**config.mk**
```make
export PLATFORM = sky130hd
export DESIGN_NAME = exec_pipe
export DESIGN_NICKNAME = d
export VERILOG_FILES = /design/src/common/core_pkg.sv /design/src/common/stage_if.sv /design/src/common/wb_if.sv /design/src/alu_stage.sv /design/src/dmem/dmem_ctrl.sv /design/src/wb_ctrl.sv /design/src/exec_pipe.sv
export SDC_FILE = /design/constraint.sdc
export NUM_CORES = 1
export LEC_CHECK = 0
export ABC_CLOCK_PERIOD_IN_PS = 9350
export BUFFER_PORTS_ARGS = -buffer_cell sky130_fd_sc_hd__buf_2
export CAP_MARGIN = 5
export CORE_ASPECT_RATIO = 0.6
export CORE_MARGIN = 4
export CORE_UTILIZATION = 30
export DETAILED_ROUTE_END_ITERATION = 16
export PLACE_DENSITY = 0.44
export SLEW_MARGIN = 20
export SYNTH_ARGS = -nofsm -noshare
export SYNTH_HDL_FRONTEND = slang
export SYNTH_HIERARCHICAL = 1
export SYNTH_SLANG_ARGS = --single-unit
```
**constraint.sdc**
```tcl
create_clock -name cpu_clk -period 9.35 [get_ports cpu_clk]
set_clock_uncertainty 0.05 [all_clocks]
set_input_delay 1.4025 -clock cpu_clk [delete_from_list [all_inputs] [get_ports cpu_clk]]
set_output_delay 1.4025 -clock cpu_clk [all_outputs]
set_load 0.02 [all_outputs]
```
**src/common/core_pkg.sv**
```systemverilog
// DTCM window is fixed at build time; opcode encodings are private to this pipe
package core_pkg;

	localparam int XLEN   = 32;	// data and address width
	localparam int REG_AW = 5;
	localparam int STRB_W = 4;	// one strobe bit per byte lane

	// accesses inside [DTCM_BASE, DTCM_BASE + DTCM_SIZE) use the dtcm port
	localparam logic [XLEN-1:0] DTCM_BASE = 32'h2000_0000;
	localparam logic [XLEN-1:0] DTCM_SIZE = 32'h0001_0000;	// 64 KiB

	typedef enum logic [4:0] {
		OP_ADD,
		OP_SUB,
		OP_AND,
		OP_OR,
		OP_XOR,
		OP_SLL,
		OP_SRL,
		OP_SRA,
		OP_SLT,
		OP_SLTU,
		OP_LB,
		OP_LH,
		OP_LW,
		OP_LBU,
		OP_LHU,
		OP_SB,
		OP_SH,
		OP_SW
	} exec_op_e;

	// dmem_ctrl sequencer
	typedef enum logic [1:0] {
		MEM_IDLE,
		MEM_REQ,	// holding the port until it takes the request
		MEM_WAIT	// load sent, waiting on read data
	} mem_state_e;

	function automatic logic is_load(exec_op_e op);
		return op inside {OP_LB, OP_LH, OP_LW, OP_LBU, OP_LHU};
	endfunction

	function automatic logic is_store(exec_op_e op);
		return op inside {OP_SB, OP_SH, OP_SW};
	endfunction

endpackage

```
**src/common/stage_if.sv**
```systemverilog
// valid/ready between alu_stage and dmem_ctrl; payload must stay put while valid waits
`timescale 1ns/1ps

interface stage_if import core_pkg::*; ();

	logic              valid;
	logic              ready;
	exec_op_e          op;
	logic [REG_AW-1:0] rd;
	logic [XLEN-1:0]   result;	// alu value or effective address
	logic [XLEN-1:0]   store_data;

	modport source (
		output valid, op, rd, result, store_data,
		input  ready
	);

	modport sink (
		input  valid, op, rd, result, store_data,
		output ready
	);

endinterface

```
**src/common/wb_if.sv**
```systemverilog
// no back-pressure here, the writeback side takes an item every cycle
`timescale 1ns/1ps

interface wb_if import core_pkg::*; ();

	logic              valid;
	exec_op_e          op;
	logic [REG_AW-1:0] rd;
	logic [XLEN-1:0]   result;	// byte address for loads
	logic [XLEN-1:0]   load_data;	// raw word from the memory port

	modport source (
		output valid, op, rd, result, load_data
	);

	modport sink (
		input  valid, op, rd, result, load_data
	);

endinterface

```
**src/alu_stage.sv**
```systemverilog
// single-entry issue register; shifts use src2[4:0], loads and stores get src1 + imm
`timescale 1ns/1ps

module alu_stage import core_pkg::*; (
	input  logic              cpu_clk,
	input  logic              rst,
	input  logic              issue_valid,
	output logic              issue_ready,
	input  exec_op_e          issue_op,
	input  logic [REG_AW-1:0] issue_rd,
	input  logic [XLEN-1:0]   issue_src1,
	input  logic [XLEN-1:0]   issue_src2,
	input  logic [XLEN-1:0]   issue_imm,
	stage_if.source           ex
);

	logic              run_q;	// low through reset, high from the next cycle on
	logic              valid_q;
	exec_op_e          op_q;
	logic [REG_AW-1:0] rd_q;
	logic [XLEN-1:0]   result_q;
	logic [XLEN-1:0]   store_data_q;

	logic [XLEN-1:0]   alu_out;
	logic [4:0]        shamt;
	logic              issue_fire;

	assign shamt = issue_src2[4:0];

	// take a new item when empty or when the held one leaves this cycle
	assign issue_ready = run_q && (!valid_q || ex.ready);
	assign issue_fire  = issue_valid && issue_ready;

	always_comb begin
		case (issue_op)
			OP_ADD:  alu_out = issue_src1 + issue_src2;
			OP_SUB:  alu_out = issue_src1 - issue_src2;
			OP_AND:  alu_out = issue_src1 & issue_src2;
			OP_OR:   alu_out = issue_src1 | issue_src2;
			OP_XOR:  alu_out = issue_src1 ^ issue_src2;
			OP_SLL:  alu_out = issue_src1 << shamt;
			OP_SRL:  alu_out = issue_src1 >> shamt;
			OP_SRA:  alu_out = $signed(issue_src1) >>> shamt;
			OP_SLT:  alu_out = XLEN'($signed(issue_src1) < $signed(issue_src2));
			OP_SLTU: alu_out = XLEN'(issue_src1 < issue_src2);
			default: alu_out = issue_src1 + issue_imm;	// load/store address
		endcase
	end

	always_ff @(posedge cpu_clk) begin
		if (rst) begin
			run_q   <= 1'b0;
			valid_q <= 1'b0;
		end else begin
			run_q <= 1'b1;
			if (issue_fire)
				valid_q <= 1'b1;
			else if (ex.ready)
				valid_q <= 1'b0;	// item handed to dmem_ctrl
		end
	end

	always_ff @(posedge cpu_clk) begin
		if (issue_fire) begin
			op_q         <= issue_op;
			rd_q         <= issue_rd;
			result_q     <= alu_out;
			store_data_q <= issue_src2;	// only meaningful for stores
		end
	end

	assign ex.valid      = valid_q;
	assign ex.op         = op_q;
	assign ex.rd         = rd_q;
	assign ex.result     = result_q;
	assign ex.store_data = store_data_q;

endmodule

```
**src/dmem/dmem_ctrl.sv**
```systemverilog
// one access outstanding at a time; address bits below the access size are dropped, no trap
`timescale 1ns/1ps

module dmem_ctrl import core_pkg::*; (
	input  logic              cpu_clk,
	input  logic              rst,

	// tightly coupled data memory
	output logic              dtcm_access,
	input  logic              dtcm_ready,
	output logic              dtcm_wr,
	output logic [STRB_W-1:0] dtcm_strobe,
	output logic [XLEN-1:0]   dtcm_addr,
	output logic [XLEN-1:0]   dtcm_wdata,
	input  logic [XLEN-1:0]   dtcm_rdata,
	input  logic              dtcm_rdata_valid,

	// system bus
	output logic              bus_access,
	input  logic              bus_full,
	output logic              bus_wr,
	output logic [STRB_W-1:0] bus_strobe,
	output logic [XLEN-1:0]   bus_addr,
	output logic [XLEN-1:0]   bus_wdata,
	input  logic [XLEN-1:0]   bus_rdata,
	input  logic              bus_rdata_valid,

	stage_if.sink             ex,
	wb_if.source              wb
);

	mem_state_e        state_q;

	logic              accept;
	logic              ex_mem;	// incoming op touches memory
	logic              hit_dtcm;
	logic              byte_acc;
	logic              half_acc;
	logic [XLEN-1:0]   offset;
	logic [STRB_W-1:0] strobe;
	logic [XLEN-1:0]   wdata;

	// accepted op, also the payload seen on wb_if
	exec_op_e          op_q;
	logic [REG_AW-1:0] rd_q;
	logic [XLEN-1:0]   result_q;
	logic [XLEN-1:0]   wdata_q;
	logic [STRB_W-1:0] strobe_q;
	logic              wr_q;
	logic              dtcm_sel_q;
	logic [XLEN-1:0]   load_data_q;
	logic              wb_valid_q;

	logic              req_done;
	logic              rdata_valid;
	logic [XLEN-1:0]   rdata;
	logic [XLEN-1:0]   word_addr;

	assign ex.ready = (state_q == MEM_IDLE);	// stalls issue while memory is busy
	assign accept   = ex.valid && ex.ready;
	assign ex_mem   = is_load(ex.op) || is_store(ex.op);

	// below the base the subtraction wraps high, so one compare covers both ends
	assign offset   = ex.result - DTCM_BASE;
	assign hit_dtcm = (offset < DTCM_SIZE);

	assign byte_acc = ex.op inside {OP_LB, OP_LBU, OP_SB};
	assign half_acc = ex.op inside {OP_LH, OP_LHU, OP_SH};

	// lanes picked by size and low address bits, data copied to every lane
	always_comb begin
		if (byte_acc) begin
			strobe = STRB_W'(1) << ex.result[1:0];
			wdata  = {4{ex.store_data[7:0]}};
		end else if (half_acc) begin
			strobe = ex.result[1] ? 4'b1100 : 4'b0011;
			wdata  = {2{ex.store_data[15:0]}};
		end else begin
			strobe = '1;
			wdata  = ex.store_data;
		end
	end

	assign req_done    = dtcm_sel_q ? dtcm_ready : !bus_full;
	assign rdata_valid = dtcm_sel_q ? dtcm_rdata_valid : bus_rdata_valid;
	assign rdata       = dtcm_sel_q ? dtcm_rdata : bus_rdata;

	always_ff @(posedge cpu_clk) begin
		if (rst) begin
			state_q    <= MEM_IDLE;
			wb_valid_q <= 1'b0;
		end else begin
			wb_valid_q <= 1'b0;
			case (state_q)
				MEM_IDLE: begin
					if (accept && ex_mem)
						state_q <= MEM_REQ;
					else if (accept)
						wb_valid_q <= 1'b1;	// alu op passes straight on
				end
				MEM_REQ: begin
					if (req_done) begin
						if (wr_q) begin
							state_q    <= MEM_IDLE;
							wb_valid_q <= 1'b1;
						end else begin
							state_q <= MEM_WAIT;
						end
					end
				end
				MEM_WAIT: begin
					if (rdata_valid) begin
						state_q    <= MEM_IDLE;
						wb_valid_q <= 1'b1;
					end
				end
				default: state_q <= MEM_IDLE;
			endcase
		end
	end

	always_ff @(posedge cpu_clk) begin
		if (accept) begin
			op_q       <= ex.op;
			rd_q       <= ex.rd;
			result_q   <= ex.result;
			wdata_q    <= wdata;
			strobe_q   <= strobe;
			wr_q       <= is_store(ex.op);
			dtcm_sel_q <= hit_dtcm;
		end
		if (state_q == MEM_WAIT && rdata_valid)
			load_data_q <= rdata;
	end

	assign word_addr = {result_q[XLEN-1:2], 2'b00};

	assign dtcm_access = (state_q == MEM_REQ) && dtcm_sel_q;
	assign dtcm_wr     = wr_q;
	assign dtcm_strobe = strobe_q;
	assign dtcm_addr   = word_addr;
	assign dtcm_wdata  = wdata_q;

	assign bus_access = (state_q == MEM_REQ) && !dtcm_sel_q;
	assign bus_wr     = wr_q;
	assign bus_strobe = strobe_q;
	assign bus_addr   = word_addr;
	assign bus_wdata  = wdata_q;

	assign wb.valid     = wb_valid_q;
	assign wb.op        = op_q;
	assign wb.rd        = rd_q;
	assign wb.result    = result_q;
	assign wb.load_data = load_data_q;

endmodule

```
**src/wb_ctrl.sv**
```systemverilog
// registered register-write port; stores and writes to x0 never raise wb_valid
`timescale 1ns/1ps

module wb_ctrl import core_pkg::*; (
	input  logic              cpu_clk,
	input  logic              rst,
	wb_if.sink                wb,
	output logic              wb_valid,
	output logic [REG_AW-1:0] wb_rd,
	output logic [XLEN-1:0]   wb_data
);

	logic [7:0]      ld_byte;
	logic [15:0]     ld_half;
	logic [XLEN-1:0] wr_data;
	logic            wr_en;

	// lane select from the byte address carried in result
	always_comb begin
		case (wb.result[1:0])
			2'd0:    ld_byte = wb.load_data[7:0];
			2'd1:    ld_byte = wb.load_data[15:8];
			2'd2:    ld_byte = wb.load_data[23:16];
			default: ld_byte = wb.load_data[31:24];
		endcase
		ld_half = wb.result[1] ? wb.load_data[31:16] : wb.load_data[15:0];
	end

	always_comb begin
		case (wb.op)
			OP_LB:   wr_data = {{(XLEN-8){ld_byte[7]}}, ld_byte};
			OP_LBU:  wr_data = {{(XLEN-8){1'b0}}, ld_byte};
			OP_LH:   wr_data = {{(XLEN-16){ld_half[15]}}, ld_half};
			OP_LHU:  wr_data = {{(XLEN-16){1'b0}}, ld_half};
			OP_LW:   wr_data = wb.load_data;
			default: wr_data = wb.result;	// alu ops
		endcase
	end

	assign wr_en = wb.valid && !is_store(wb.op) && (wb.rd != '0);

	always_ff @(posedge cpu_clk) begin
		if (rst)
			wb_valid <= 1'b0;
		else
			wb_valid <= wr_en;
	end

	always_ff @(posedge cpu_clk) begin
		if (wr_en) begin
			wb_rd   <= wb.rd;
			wb_data <= wr_data;
		end
	end

endmodule

```
**src/exec_pipe.sv**
```systemverilog
// execute back end: pre-decoded ops only, no fetch/decode, no traps, one memory op in flight
`timescale 1ns/1ps

module exec_pipe import core_pkg::*; (
	input  logic              cpu_clk,
	input  logic              rst,

	// issue
	input  logic              issue_valid,
	output logic              issue_ready,
	input  exec_op_e          issue_op,
	input  logic [REG_AW-1:0] issue_rd,
	input  logic [XLEN-1:0]   issue_src1,
	input  logic [XLEN-1:0]   issue_src2,
	input  logic [XLEN-1:0]   issue_imm,

	// dtcm
	output logic              dtcm_access,
	input  logic              dtcm_ready,
	output logic              dtcm_wr,
	output logic [STRB_W-1:0] dtcm_strobe,
	output logic [XLEN-1:0]   dtcm_addr,
	output logic [XLEN-1:0]   dtcm_wdata,
	input  logic [XLEN-1:0]   dtcm_rdata,
	input  logic              dtcm_rdata_valid,

	// system bus
	output logic              bus_access,
	input  logic              bus_full,
	output logic              bus_wr,
	output logic [STRB_W-1:0] bus_strobe,
	output logic [XLEN-1:0]   bus_addr,
	output logic [XLEN-1:0]   bus_wdata,
	input  logic [XLEN-1:0]   bus_rdata,
	input  logic              bus_rdata_valid,

	// register write
	output logic              wb_valid,
	output logic [REG_AW-1:0] wb_rd,
	output logic [XLEN-1:0]   wb_data
);

	stage_if u_stage_if ();
	wb_if    u_wb_if ();

	alu_stage u_alu_stage (
		.cpu_clk     (cpu_clk),
		.rst         (rst),
		.issue_valid (issue_valid),
		.issue_ready (issue_ready),
		.issue_op    (issue_op),
		.issue_rd    (issue_rd),
		.issue_src1  (issue_src1),
		.issue_src2  (issue_src2),
		.issue_imm   (issue_imm),
		.ex          (u_stage_if.source)
	);

	dmem_ctrl u_dmem_ctrl (
		.cpu_clk          (cpu_clk),
		.rst              (rst),
		.dtcm_access      (dtcm_access),
		.dtcm_ready       (dtcm_ready),
		.dtcm_wr          (dtcm_wr),
		.dtcm_strobe      (dtcm_strobe),
		.dtcm_addr        (dtcm_addr),
		.dtcm_wdata       (dtcm_wdata),
		.dtcm_rdata       (dtcm_rdata),
		.dtcm_rdata_valid (dtcm_rdata_valid),
		.bus_access       (bus_access),
		.bus_full         (bus_full),
		.bus_wr           (bus_wr),
		.bus_strobe       (bus_strobe),
		.bus_addr         (bus_addr),
		.bus_wdata        (bus_wdata),
		.bus_rdata        (bus_rdata),
		.bus_rdata_valid  (bus_rdata_valid),
		.ex               (u_stage_if.sink),
		.wb               (u_wb_if.source)
	);

	wb_ctrl u_wb_ctrl (
		.cpu_clk  (cpu_clk),
		.rst      (rst),
		.wb       (u_wb_if.sink),
		.wb_valid (wb_valid),
		.wb_rd    (wb_rd),
		.wb_data  (wb_data)
	);

endmodule

```
After elaboration in Yosys (flattened, before gate mapping) --
Index checks and enable logic that the tools add are counted.
Word-level totals: word-level logic and storage cells 117, bits of input ports 177, output and inout port bits 179, flip-flop bits (word level) 229
Operators by class: reduce and logical (&&, ||, !) cells 26, bitwise logic cells 3, shifts and indexed selects 4, add/subtract/negate cells 4, equal/unequal tests 32, magnitude comparators 3, mux-type cells 26
Operators with widths (count):
- case mux 32 bit (10 select lines) | 1
- case mux 32 bit (5 select lines) | 1
- two-way mux 32 bit | 3
- == test 5 x 4 -> 1 bit, second input constant | 14
- adder 32 bit | 2
- less-than comparator 32 bit | 2
- AND 32 bit | 1
- less-than comparator 32 x 17 -> 1 bit, second input constant | 1
- OR 32 bit | 1
- left shift 32 x 5 -> 32 bit | 1
- right shift 32 x 5 -> 32 bit | 1
- >>> shifter 32 x 5 -> 32 bit | 1
- subtractor 32 x 30 -> 32 bit, second input constant | 1
- subtractor 32 bit | 1
- bitwise XOR 32 bit | 1
- case mux 8 bit (3 select lines) | 1
- == test 5 x 3 -> 1 bit, second input constant | 4
- == test 5 bit, second input constant | 4
- two-way mux 16 bit | 1
- two-way mux 4 bit | 3
- nonzero test 3 bit | 4
- == test 5 x 2 -> 1 bit, second input constant | 2
- two-way mux 1 bit | 10
- nonzero test 5 bit | 2
- other kinds (15) | 35

Depth between registers and ports, before layout --
Gate-level depths: netlist (run 1).
word-level depth 6, gate-level depth with buffers 18, depth with buffers taken out 16

Modules after synthesis --
Netlist (run 1), hierarchy kept.
By module, submodules not included:
- alu_stage | times used 1, sequential area each 2262.2 µm², area each 11506.0 µm², cells each 1424
- dmem_ctrl | times used 1, sequential area each 3423.3 µm², area each 5332.6 µm², cells each 376
- wb_ctrl | times used 1, sequential area each 1131.1 µm², area each 2125.8 µm², cells each 189

Least setup slack after synthesis (run 1) --
No wires, ideal clock.
path kind in2reg, start in issue_op[1], end reg u_alu_stage.result_q[30] (netlist: u_alu_stage/ex.result[30]), data pin, required time 9.039 ns, setup time 0.261 ns, buffers on the path 2, arrival time 4.472 ns, slack 4.568 ns, cell stages on the path 17, path through clkbuf_1 > nor2_1 > nand2_1 > clkbuf_1 > nand2_1 > o21ai_0 > ha_1 > inv_1 > fa_1 > nand2b_1 > a21o_1 > a211oi_1 > o21bai_1 > a211oi_1 > o22ai_1 > mux2i_1 > a221o_1
Between the ends: word-level cells in the longest chain between the ends 2, elaborated cells between the ends (all ways) 11, those cells by class eq/ne (9); mux (1); reduce/logical (1)
RTL lines:
- start, declared | line exec_pipe.sv:11 | input exec_op_e issue_op,
- == test 5 x 4 -> 1 bit (tied with other cells) | line alu_stage.sv:35 | case (issue_op)
- case mux 32 bit (10 select lines) * | line alu_stage.sv:35
- named net u_alu_stage.alu_out[30] | line alu_stage.sv:24 | logic [XLEN-1:0] alu_out;
- end signal, assigned | line alu_stage.sv:67 | result_q <= alu_out;
- end, declared | line alu_stage.sv:21 | logic [XLEN-1:0] result_q;
The timed path passes the listed nets; every way through them passes the cells marked *. A chain may end at the register's enable or synchronous reset.

Worst setup path after layout (run 1) --
start in issue_src2[1], end reg u_alu_stage.result_q[30] (netlist: u_alu_stage/ex.result[30]), data pin
Between the ends: word-level cells in the longest chain between the ends 2, elaborated cells between the ends (all ways) 6, those cells by class add/sub (2); shift (3); mux (1)
RTL lines:
- start, declared | line exec_pipe.sv:14 | input logic [XLEN-1:0] issue_src2,
- subtractor 32 bit (tied with other cells) | line alu_stage.sv:37 | OP_SUB: alu_out = issue_src1 - issue_src2;
- case mux 32 bit (10 select lines) * | line alu_stage.sv:35
- named net u_alu_stage.alu_out[30] | line alu_stage.sv:24
Marks and branches as above.

==> flow_metrics.tcl, run 1 <==
set metrics [dict create \
    cts.sinks 229 \
    vias 17100 \
    slew_viol_final 0 \
    grt_max_degree 82 \
    switching_share_pct 32.6 \
    route.detailed.drc 0 \
    firstDrtPassIters 6 \
    antenna_found_initial 6 \
    die_y_um 203 \
    grt_use_met3_pct 7.65 \
    portBuffers 351 \
    start_util_pct 30.3 \
    fin_ws_ps 3800 \
    status "finished clean" \
    slew_headroom_pct 15.6 \
    die_x_um 333 \
    grt_use_met1_pct 36.2 \
    yosys.area_share.xor_xnor_pct 2.03 \
    cp.required_ps 9570 \
    cts_setup_buffers 0 \
    synth_top_family_by_area "compound AO/OA/AOI/OAI gates" \
    syn_inst 1989 \
    clk_path_buf_depth 3 \
    tightestPinTransition_ps 1250 \
    end_kind "flop" \
    pre_cts_ws_ps 3290 \
    cts.clk_slew.worst_paths_ps 70 \
    synthToLayoutAreaGrowth_pct 13.8 \
    layout_commonest_cell "buf_2" \
    leakagePower_nw 8.62 \
    ant_nets 0 \
    muxShareOfSynthArea_pct 11.8 \
    gr-usage-met2_pct 32.0 \
    vdd_drop_max_mv 0.0894 \
    period_share_pct 59.4 \
    wl_um 83200 \
    fmax_ghz 0.180 \
    mostFrequentLayoutCells "buf_2, edfxtp_1, nor2_1, nand2_1, o21ai_0" \
    grt_pass1_wl_um 117000 \
    synth_edf_count 223 \
    dieArea_sq_mm 0.0674 \
    post_cts_resized 0 \
    crit_path_max_fanout 60 \
    yosys.area_share.simple_pct 12.9 \
    drtIter0Drc 2220 \
    cts_tree "yes" \
    reg2regPathDepth 5 \
    p_total_w 0.00295 \
    p_sw_w 0.000964 \
    crit_path_start_kind "primary input" \
    track_usage_pct 23.6 \
    p_comb_share_pct 27.3 \
    avgSynthCellArea_sq_um 9.53 \
    finalSetupViolCount 0 \
    dp_hpwl_um 65500 \
    yosysSeqAreaShare_pct 35.9 \
    r2r_slack_ps 6460 \
    setup_tns_ps 0 \
    gp_congestion 0.955 \
    yosys_warnings 6 \
    ys_seq_elements 229 \
    cts_buffers 24 \
    synth_ff_type "edfxtp_1" \
    routedWlPerCell_um 27.3 \
    coreArea_sq_mm 0.0626 \
    insertion_delay_ps 540 \
    ys_types 96 \
    fin_crit_ps 5550 \
    yosysTopAreaCell "edfxtp_1" \
    crit_end "u_alu_stage/ex.result[30]" \
    rows 71 \
    drive_above_1_share_pct 24.8 \
    n_fill_cell 6380 \
    hold_viol_final 0 \
    synthArstFlopShare_pct 0 \
    grt_overflow_total 0 \
    htreeDepth 1 \
    internal_power_w 0.00199 \
    cap_violations 0 \
    grt_pass1_vias 15800 \
    worstSetupPathType "in2reg" \
    pin_count 356 \
    final_nets 2493 \
    startpoint "issue_src2[1]" \
    reg2reg_from "u_dmem_ctrl/wb.op[4]" \
    root_buffer "clkbuf_16" \
    r2r-end "u_wb_ctrl/wb_data[7]" \
    p_clk_share_pct 32.0 \
    synthTopCellsByArea "edfxtp_1, ha_1, mux4_2" \
    syn_area_sq_mm 0.0190 \
    hold_buffers 0 \
    worst_ep_arrival_time_ps 5770 \
    power.density_mw_per_mm2 137 \
    synth_compound_area_share_pct 19.8 \
    rsz0062_at_grt "no" \
    seqPwrFrac_pct 40.7 \
    drt-vias-per-instance 5.60 \
    hp-class "reg2reg" \
    synth_top_area_share_pct 35.3 \
    synthAdderAreaFrac_pct 8.72 \
    grt-busiest-layer "met1" \
]
==> state kept, by name (all words and copies together), names as in the netlist <==
signal                     count
u_alu_stage/ex.op              5
u_dmem_ctrl/wb.valid           1
u_dmem_ctrl/wb.result         32
u_dmem_ctrl/wb.rd              5
u_wb_ctrl/wb_valid             1
u_alu_stage/run_q              1
u_dmem_ctrl/bus_strobe         4
u_dmem_ctrl/bus_wdata         32
u_alu_stage/ex.result         32
u_wb_ctrl/wb_data             32
u_dmem_ctrl/state_q            2
u_alu_stage/ex.store_data     32
u_wb_ctrl/wb_rd                5
u_alu_stage/ex.rd              5
u_dmem_ctrl/wb.load_data      32
u_alu_stage/ex.valid           1
u_dmem_ctrl/wb.op              5
u_dmem_ctrl/dtcm_sel_q         1
u_dmem_ctrl/bus_wr             1
==> final cells by class <==
| class | instances | area (sq um) | share of cell area, % |
|---|---|---|---|
| multi-input combinational | 1443 | 10500 | 48.9 |
| clock buffer | 35 | 673 | 3.12 |
| sequential | 229 | 6820 | 31.6 |
| antenna | 3 | 7.51 | 0.0348 |
| timing repair buffer | 380 | 2020 | 9.34 |
| inverter | 107 | 403 | 1.87 |
| clock inverter | 8 | 75.1 | 0.348 |
| tap | 839 | 1050 | 4.86 |
==> stage by stage <==
step / util (%) / hold slack (ps) / instances / instance area (sq um)
final: 34.5 / 351 / 3044 / 21600
after global routing: 34.5 / 374 / 3042 / 21600
after CTS: 34.4 / 355 / 3039 / 21500
after detailed placement: 33.2 / 356 / 2996 / 20800
after global placement: 33.2 / 356 / 2996 / 20800
after floorplan: - / 350 / 1992 / 19000
==> kinds of logic (layout without fill, tap and decap cells) <==
kind of cell,after synthesis,count (layout)
AO/OA/AOI/OAI,570,570
XOR/XNOR,44,44
adder cells (fa/ha/maj),131,131
buffers and inverters,320,530
flip-flops,229,229
multiplexers,158,158
other,1,7
AND/OR/NAND/NOR,536,536
==> power groups by stage <==
| stage | logic (W) | clock network [W] | registers (W) |
|---|---|---|---|
| floorplan | 0.000492 | 0 | 0.00123 |
| global placement | 0.000786 | 0 | 0.00123 |
| detailed placement | 0.000781 | 0 | 0.00123 |
| CTS | 0.000786 | 0.000978 | 0.00120 |
| global route | 0.000863 | 0.00102 | 0.00121 |
| finish | 0.000805 | 0.000945 | 0.00120 |
==> synth_stat cells, types with 7 or more instances <==
cell type,number
o21ai_0,146
mux2_2,41
a22oi_1,23
nand3_1,14
o21bai_1,17
mux4_2,46
nand4_1,7
a32oi_1,17
buf_1,8
clkbuf_1,73
and2_1,17
nor2_1,205
nand3b_1,7
edfxtp_1,223
nor2b_1,13
nand2_1,156
a21oi_1,133
ha_1,129
inv_1,103
or3_1,11
mux2i_1,65
o31ai_1,10
nor4_1,10
o211ai_1,28
o221ai_1,12
a211oi_1,25
xnor2_1,32
a2111oi_0,9
nand2b_1,28
a21o_1,19
buf_4,107
nor3_1,35
xor2_1,12
a31oi_1,40
buf_2,22
a221oi_1,14
==> routing by layer <==
metal / wire length [um] / part of all wire, %
met3: 9660 / 12
met2: 32600 / 39
met5: 27 / 0.032
met1: 39400 / 47
met4: 1500 / 1.8
==> worst max-delay path: stages <==
cell,delay (ps)
buf_2,80
buf_4,570
clkinv_1,410
buf_4,390
nor2_1,160
a21o_1,120
inv_1,50
fa_1,390
nand2b_1,180
a21o_1,190
a211oi_1,370
o21bai_1,300
a211oi_1,420
o22ai_1,180
mux2i_1,150
a221o_1,370
==> worst min-delay path by stage <==
stage                        startpoint                       end  slack, ps  cells past startpoint
2_1_floorplan      u_alu_stage/ex.rd[0]      u_dmem_ctrl/wb.rd[0]        350                      0
4_1_cts        u_alu_stage/ex.result[6]  u_dmem_ctrl/wb.result[6]        360                      0
5_1_grt        u_alu_stage/ex.result[6]  u_dmem_ctrl/wb.result[6]        370                      0
3_5_place_dp   u_alu_stage/ex.result[3]  u_dmem_ctrl/wb.result[3]        360                      0
3_3_place_gp       u_alu_stage/ex.rd[1]      u_dmem_ctrl/wb.rd[1]        360                      0
6_report       u_alu_stage/ex.result[6]  u_dmem_ctrl/wb.result[6]        350                      0
No activity file was read; power rests on OpenSTA's default activity.
==> inputs of run 2 (changes only) <==
Settings changed: ABC_CLOCK_PERIOD_IN_PS 9350 to 5500.
Clock period 9.35 ns to 5.5 ns, I/O delays scaled along.
==> run 2 against run 1 <==
Net effect: wire length up 2.9%; non-clock buffer count up 15; via count grew 1.4%; register-to-register slack lost 3900 ps; combinational power increased by 73%; clock power increased by 66%; largest power group unchanged; critical endpoint unchanged; final area increased by 0.52%; cell count is 0.53% higher; die area unchanged; first-iteration DRC count decreased by 1.2%.
==> flow_metrics.tcl, run 2 (synthesis results as in run 1) <==
set metrics [dict create \
    p_clk_share_pct 31.3 \
    crit_end "u_alu_stage/ex.result[30]" \
    track_usage_pct 24.3 \
    r2r_slack_ps 2600 \
    hold_viol_final 0 \
    gp_congestion 0.941 \
    crit_path_max_fanout 42 \
    reg2regPathDepth 5 \
    r2r-end "u_wb_ctrl/wb_data[7]" \
    htreeDepth 1 \
    cts_setup_buffers 0 \
    grt_pass1_wl_um 120000 \
    p_comb_share_pct 27.8 \
    hold_buffers 0 \
    firstDrtPassIters 6 \
    insertion_delay_ps 560 \
    cts_buffers 24 \
    setup_tns_ps 0 \
    fmax_ghz 0.227 \
    n_fill_cell 6428 \
    synthToLayoutAreaGrowth_pct 14.4 \
    cts.sinks 229 \
    finalSetupViolCount 0 \
    routedWlPerCell_um 28.0 \
    fin_crit_ps 4410 \
    slew_headroom_pct 18.1 \
    ant_nets 0 \
    slew_viol_final 0 \
    layout_commonest_cell "buf_2" \
    start_util_pct 30.3 \
    end_kind "flop" \
    switching_share_pct 33.1 \
    mostFrequentLayoutCells "buf_2, edfxtp_1, nor2_1, nand2_1, o21ai_0" \
    clk_path_buf_depth 3 \
    cts_tree "yes" \
    multi_input_area_sq_mm 0.0106 \
    vias 17300 \
    power.density_mw_per_mm2 230 \
    cap_violations 0 \
    rsz0062_at_grt "no" \
    startpoint "issue_op[3]" \
    dp_cells 3012 \
    cp.required_ps 5760 \
    seqPwrFrac_pct 40.9 \
    pre_cts_ws_ps 573 \
    worstSetupPathType "in2reg" \
    crit_path_start_kind "primary input" \
    route.detailed.drc 0 \
    dp_hpwl_um 68300 \
    worst_ep_arrival_time_ps 4670 \
    die_x_um 333 \
    dieArea_sq_mm 0.0674 \
    reg2reg_from "u_dmem_ctrl/wb.op[4]" \
    drt-vias-per-instance 5.65 \
    portBuffers 351 \
    die_y_um 203 \
    fin_ws_ps 1090 \
    internal_power_w 0.00335 \
    vdd_drop_max_mv 0.159 \
    grt_overflow_total 0 \
    tightestPinTransition_ps 1220 \
    grt_pass1_vias 16000 \
    post_cts_resized 0 \
    layoutNonFillerInstCount 3060 \
    crit_path_max_incr_delay_ps 420 \
    root_buffer "clkbuf_16" \
    crit_path_cell_trace "buf_2 > nor3_1 > buf_4 > nand2_2 > buf_4 > nand2_1 > o21ai_0 > ha_1 > nand2_1 > or3_1 > a211oi_1 > o21bai_1 > a211oi_1 > o22ai_1 > mux2i_1 > a221o_1" \
    final_nets 2508 \
    drtIter0Drc 2194 \
    period_share_pct 80.2 \
    wl_um 85600 \
    drive_above_1_share_pct 25.2 \
    status "finished clean" \
    hp-class "reg2reg" \
    rows 71 \
    p_total_w 0.00500 \
    coreArea_sq_mm 0.0626 \
    register_area_sq_mm 0.00682 \
    cts.clk_slew.worst_paths_ps 70 \
    critPathSlowestCell "or3_1" \
    p_sw_w 0.00165 \
    antenna_found_initial 7 \
    grt_max_degree 87 \
    pin_count 356 \
    leakagePower_nw 8.69 \
]
run 2: power groups by stage:
| stage | combinational [W] | clock (W) | sequential (W) |
|---|---|---|---|
| 2_1_floorplan | 0.000836 | 0 | 0.00209 |
| 3_3_place_gp | 0.00136 | 0 | 0.00208 |
| 3_5_place_dp | 0.00135 | 0 | 0.00208 |
| 4_1_cts | 0.00136 | 0.00162 | 0.00205 |
| 5_1_grt | 0.00148 | 0.00169 | 0.00205 |
| 6_report | 0.00139 | 0.00157 | 0.00204 |
run 2: per-layer routing:
layer	up-vias	wire [um]	global-route usage [%]	part of all wire, %
met2	970	33300	33.1	39
li1	7723	-	-	-
met3	93	9220	5.87	11
met1	8506	41900	38.9	49
met5	-	32	0	0.037
met4	4	1180	3.02	1.4
run 2: worst min-delay path by stage:
stage                                        start                        to  slack (ps)  cells past startpoint
after floorplan               u_alu_stage/ex.rd[0]      u_dmem_ctrl/wb.rd[0]         350                      0
after global placement        u_alu_stage/ex.rd[1]      u_dmem_ctrl/wb.rd[1]         350                      0
after detailed placement  u_alu_stage/ex.result[3]  u_dmem_ctrl/wb.result[3]         350                      0
after CTS                 u_alu_stage/ex.result[3]  u_dmem_ctrl/wb.result[3]         370                      0
after global routing      u_alu_stage/ex.result[2]  u_dmem_ctrl/wb.result[2]         370                      0
final                     u_alu_stage/ex.result[3]  u_dmem_ctrl/wb.result[3]         370                      0
run 2: worst max-delay path, delay by kind of cell:
family / cells / cell delay (ps)
fa+ha+maj: 1 / 380
buf+inv: 3 / 610
mux: 1 / 150
compound gates: 6 / 1720
simple gates: 5 / 960
run 2: cell type report:
class / instances / share of cell area (%)
Inverter: 107 / 1.86
Multi-Input combinational cell: 1443 / 48.6
Sequential cell: 229 / 31.4
Tap cell: 839 / 4.84
Clock inverter: 12 / 0.444
Timing Repair Buffer: 395 / 9.89
Clock buffer: 32 / 2.91
Antenna cell: 3 / 0.0346
run 2: stage by stage:
stage / hold WS (ps) / util [%] / area [sq um]
global route: 374 / 34.6 / 21700
finish: 368 / 34.6 / 21700
CTS: 369 / 34.6 / 21700
global placement: 354 / 33.4 / 20900
detailed placement: 355 / 33.4 / 20900
floorplan: 350 / - / 19000
==> inputs of run 3 (changes only) <==
Settings changed: ABC_CLOCK_PERIOD_IN_PS 5500 to 4000, PLACE_DENSITY 0.44 to 0.46.
Clock period 5.5 ns to 4 ns, I/O delays scaled along.
==> run 3 against run 2 <==
Net effect: via count grew 3.9%; setup slack worse by 1000 ps; first-iteration DRC count decreased by 0.32%; non-clock buffer count increased by 174; final area up 6.7%; largest power group unchanged; highest routed layer unchanged.
==> flow_metrics.tcl, run 3 (synthesis results as in run 1) <==
set metrics [dict create \
    setup_tns_ps 0 \
    fin_ws_ps 47.0 \
    track_usage_pct 25.0 \
    coreArea_sq_mm 0.0626 \
    mostFrequentLayoutCells "buf_2, edfxtp_1, buf_4, nor2_1, nand2_1" \
    pre_cts_ws_ps -301 \
    fmax_ghz 0.253 \
    root_buffer "clkbuf_16" \
    rsz0062_at_grt "no" \
    slew_viol_final 0 \
    fin_crit_ps 3950 \
    drive_above_1_share_pct 30.9 \
    reg2reg_from "u_dmem_ctrl/wb.op[4]" \
    r2r-end "u_wb_ctrl/wb_data[7]" \
    htreeDepth 1 \
    layout_commonest_cell "buf_2" \
    clk_path_buf_depth 3 \
    finalSetupViolCount 0 \
    rows 71 \
    grt_pass1_vias 16800 \
    end_kind "flop" \
    cap_violations 0 \
    synthToLayoutAreaGrowth_pct 22.1 \
    vias 18000 \
    firstDrtPassIters 6 \
    route.detailed.drc 0 \
    hold_buffers 0 \
    crit_path_max_incr_delay_ps 910 \
    status "finished clean" \
    ant_nets 0 \
    cts.clk_slew.worst_paths_ps 70 \
    r2r_slack_ps 1390 \
    routedWlPerCell_um 27.3 \
    cp_common_cell "buf_4" \
    antenna_found_initial 11 \
    cts_tree "yes" \
    grt_pass1_wl_um 123000 \
    slew_headroom_pct 27.7 \
    dieArea_sq_mm 0.0674 \
    tightestPinTransition_ps 1060 \
    crit_path_cell_trace "buf_4 > buf_12 > mux4_2 > mux4_2 > a211oi_1 > a31oi_1 > buf_4 > a2111oi_0 > buf_4 > nand3_1" \
    critPathSlowestCell "a2111oi_0" \
    hold_end "u_alu_stage/ex.rd[1]" \
    worst_ep_arrival_time_ps 4160 \
    pin_count 356 \
    min_from "issue_rd[1]" \
    hold_viol_final 0 \
    crit_path_start_kind "primary input" \
    design_area_sq_mm 0.0232 \
    worstSetupPathType "in2reg" \
    cts.sinks 229 \
    power.density_mw_per_mm2 319 \
    insertion_delay_ps 550 \
    drt-vias-per-instance 5.55 \
    whs_path_depth 1 \
    grt_overflow_total 0 \
    die_y_um 203 \
    portBuffers 351 \
    final_nets 2682 \
    drtIter0Drc 2187 \
    vdd_drop_max_mv 0.341 \
    cts_buffers 24 \
    cp.required_ps 4210 \
    placed_cell_area_sq_mm 0.0223 \
    start_util_pct 30.3 \
    leakagePower_nw 9.60 \
    period_share_pct 98.8 \
    wl_um 88400 \
    reg2regPathDepth 5 \
    dp_hpwl_um 71400 \
    hp-class "in2reg" \
    gp_congestion 0.991 \
    die_x_um 333 \
    grt_max_degree 73 \
    crit_path_max_fanout 64 \
]
-- run 3: cell types whose count changed in the layout (fill, tap and decap cells not counted), moves of 2 or more --
cell | previous run | this run
buf_4 | 41 | 213
diode_2 | 3 | 7
buf_12 | 3 | 6
bufinv_16 | 1 | 5
clkinv_4 | 0 | 2
clkbuf_1 | 8 | 3
-- run 3: worst max-delay path: cells and delay by family --
kind                   cells  cell delay, ps
AO/OA/AOI/OAI              3            1320
buffers and inverters      4             860
multiplexers               2            1230
AND/OR/NAND/NOR            1              70
-- run 3: metrics by stage --
| stage | instances | hold slack [ps] | utilization [%] | power, W |
|---|---|---|---|---|
| finish | 3238 | 178 | 37.0 | 0.00740 |
| global route | 3235 | 157 | 37.0 | 0.00771 |
| CTS | 3231 | 154 | 36.9 | 0.00741 |
| detailed placement | 3187 | 356 | 35.6 | 0.00495 |
| global placement | 3187 | 357 | 35.6 | 0.00495 |
| floorplan | 1992 | 350 | - | 0.00402 |
-- run 3: what timing repair did --
action                                  CTS  global route
resized for setup                         0             1
endpoints found under the setup margin    0             3
setup buffers                             0             0
hold endpoints to repair                  0             0
-- run 3: area by class of cell --
type | count | area (sq um)
clock inverters | 17 | 234
well taps | 839 | 1050
flip-flops and latches | 229 | 6820
diodes | 7 | 17.5
repair buffers | 569 | 3470
fillers | 6431 | 39500
clock buffers | 27 | 612
inverters | 107 | 403
multi-input cells | 1443 | 10600
-- run 3: report_power, final --
part | switching, W | total (W) | leakage, nW | internal (W)
Sequential | 0.0000594 | 0.00281 | 2.10 | 0.00275
Combinational | 0.00132 | 0.00215 | 7.09 | 0.000830
Clock | 0.000997 | 0.00243 | 0.408 | 0.00144
Total | 0.00238 | 0.00740 | 9.60 | 0.00502
-- run 3: how the worst max path moves through the flow --
stage,end,cells after the start,from,slack [ps]
after floorplan,u_alu_stage/ex.result[30],17,issue_op[1],20
after detailed placement,u_alu_stage/ex.result[26],10,issue_src2[0],-300
final,u_alu_stage/ex.result[26],10,issue_src2[0],50
after global placement,u_alu_stage/ex.result[26],10,issue_src2[0],-410
after CTS,u_alu_stage/ex.result[26],10,issue_src2[0],220
after global routing,u_alu_stage/ex.result[26],10,issue_src2[0],10
-- run 3: per-layer routing --
metal,vias up,GRT usage [%],part of all wire [%]
met2,920,33.9,39
met4,4,4.69,1.9
met3,91,8.68,12
met1,8862,38.0,47
li1,8091,-,-
met5,-,0,0.024
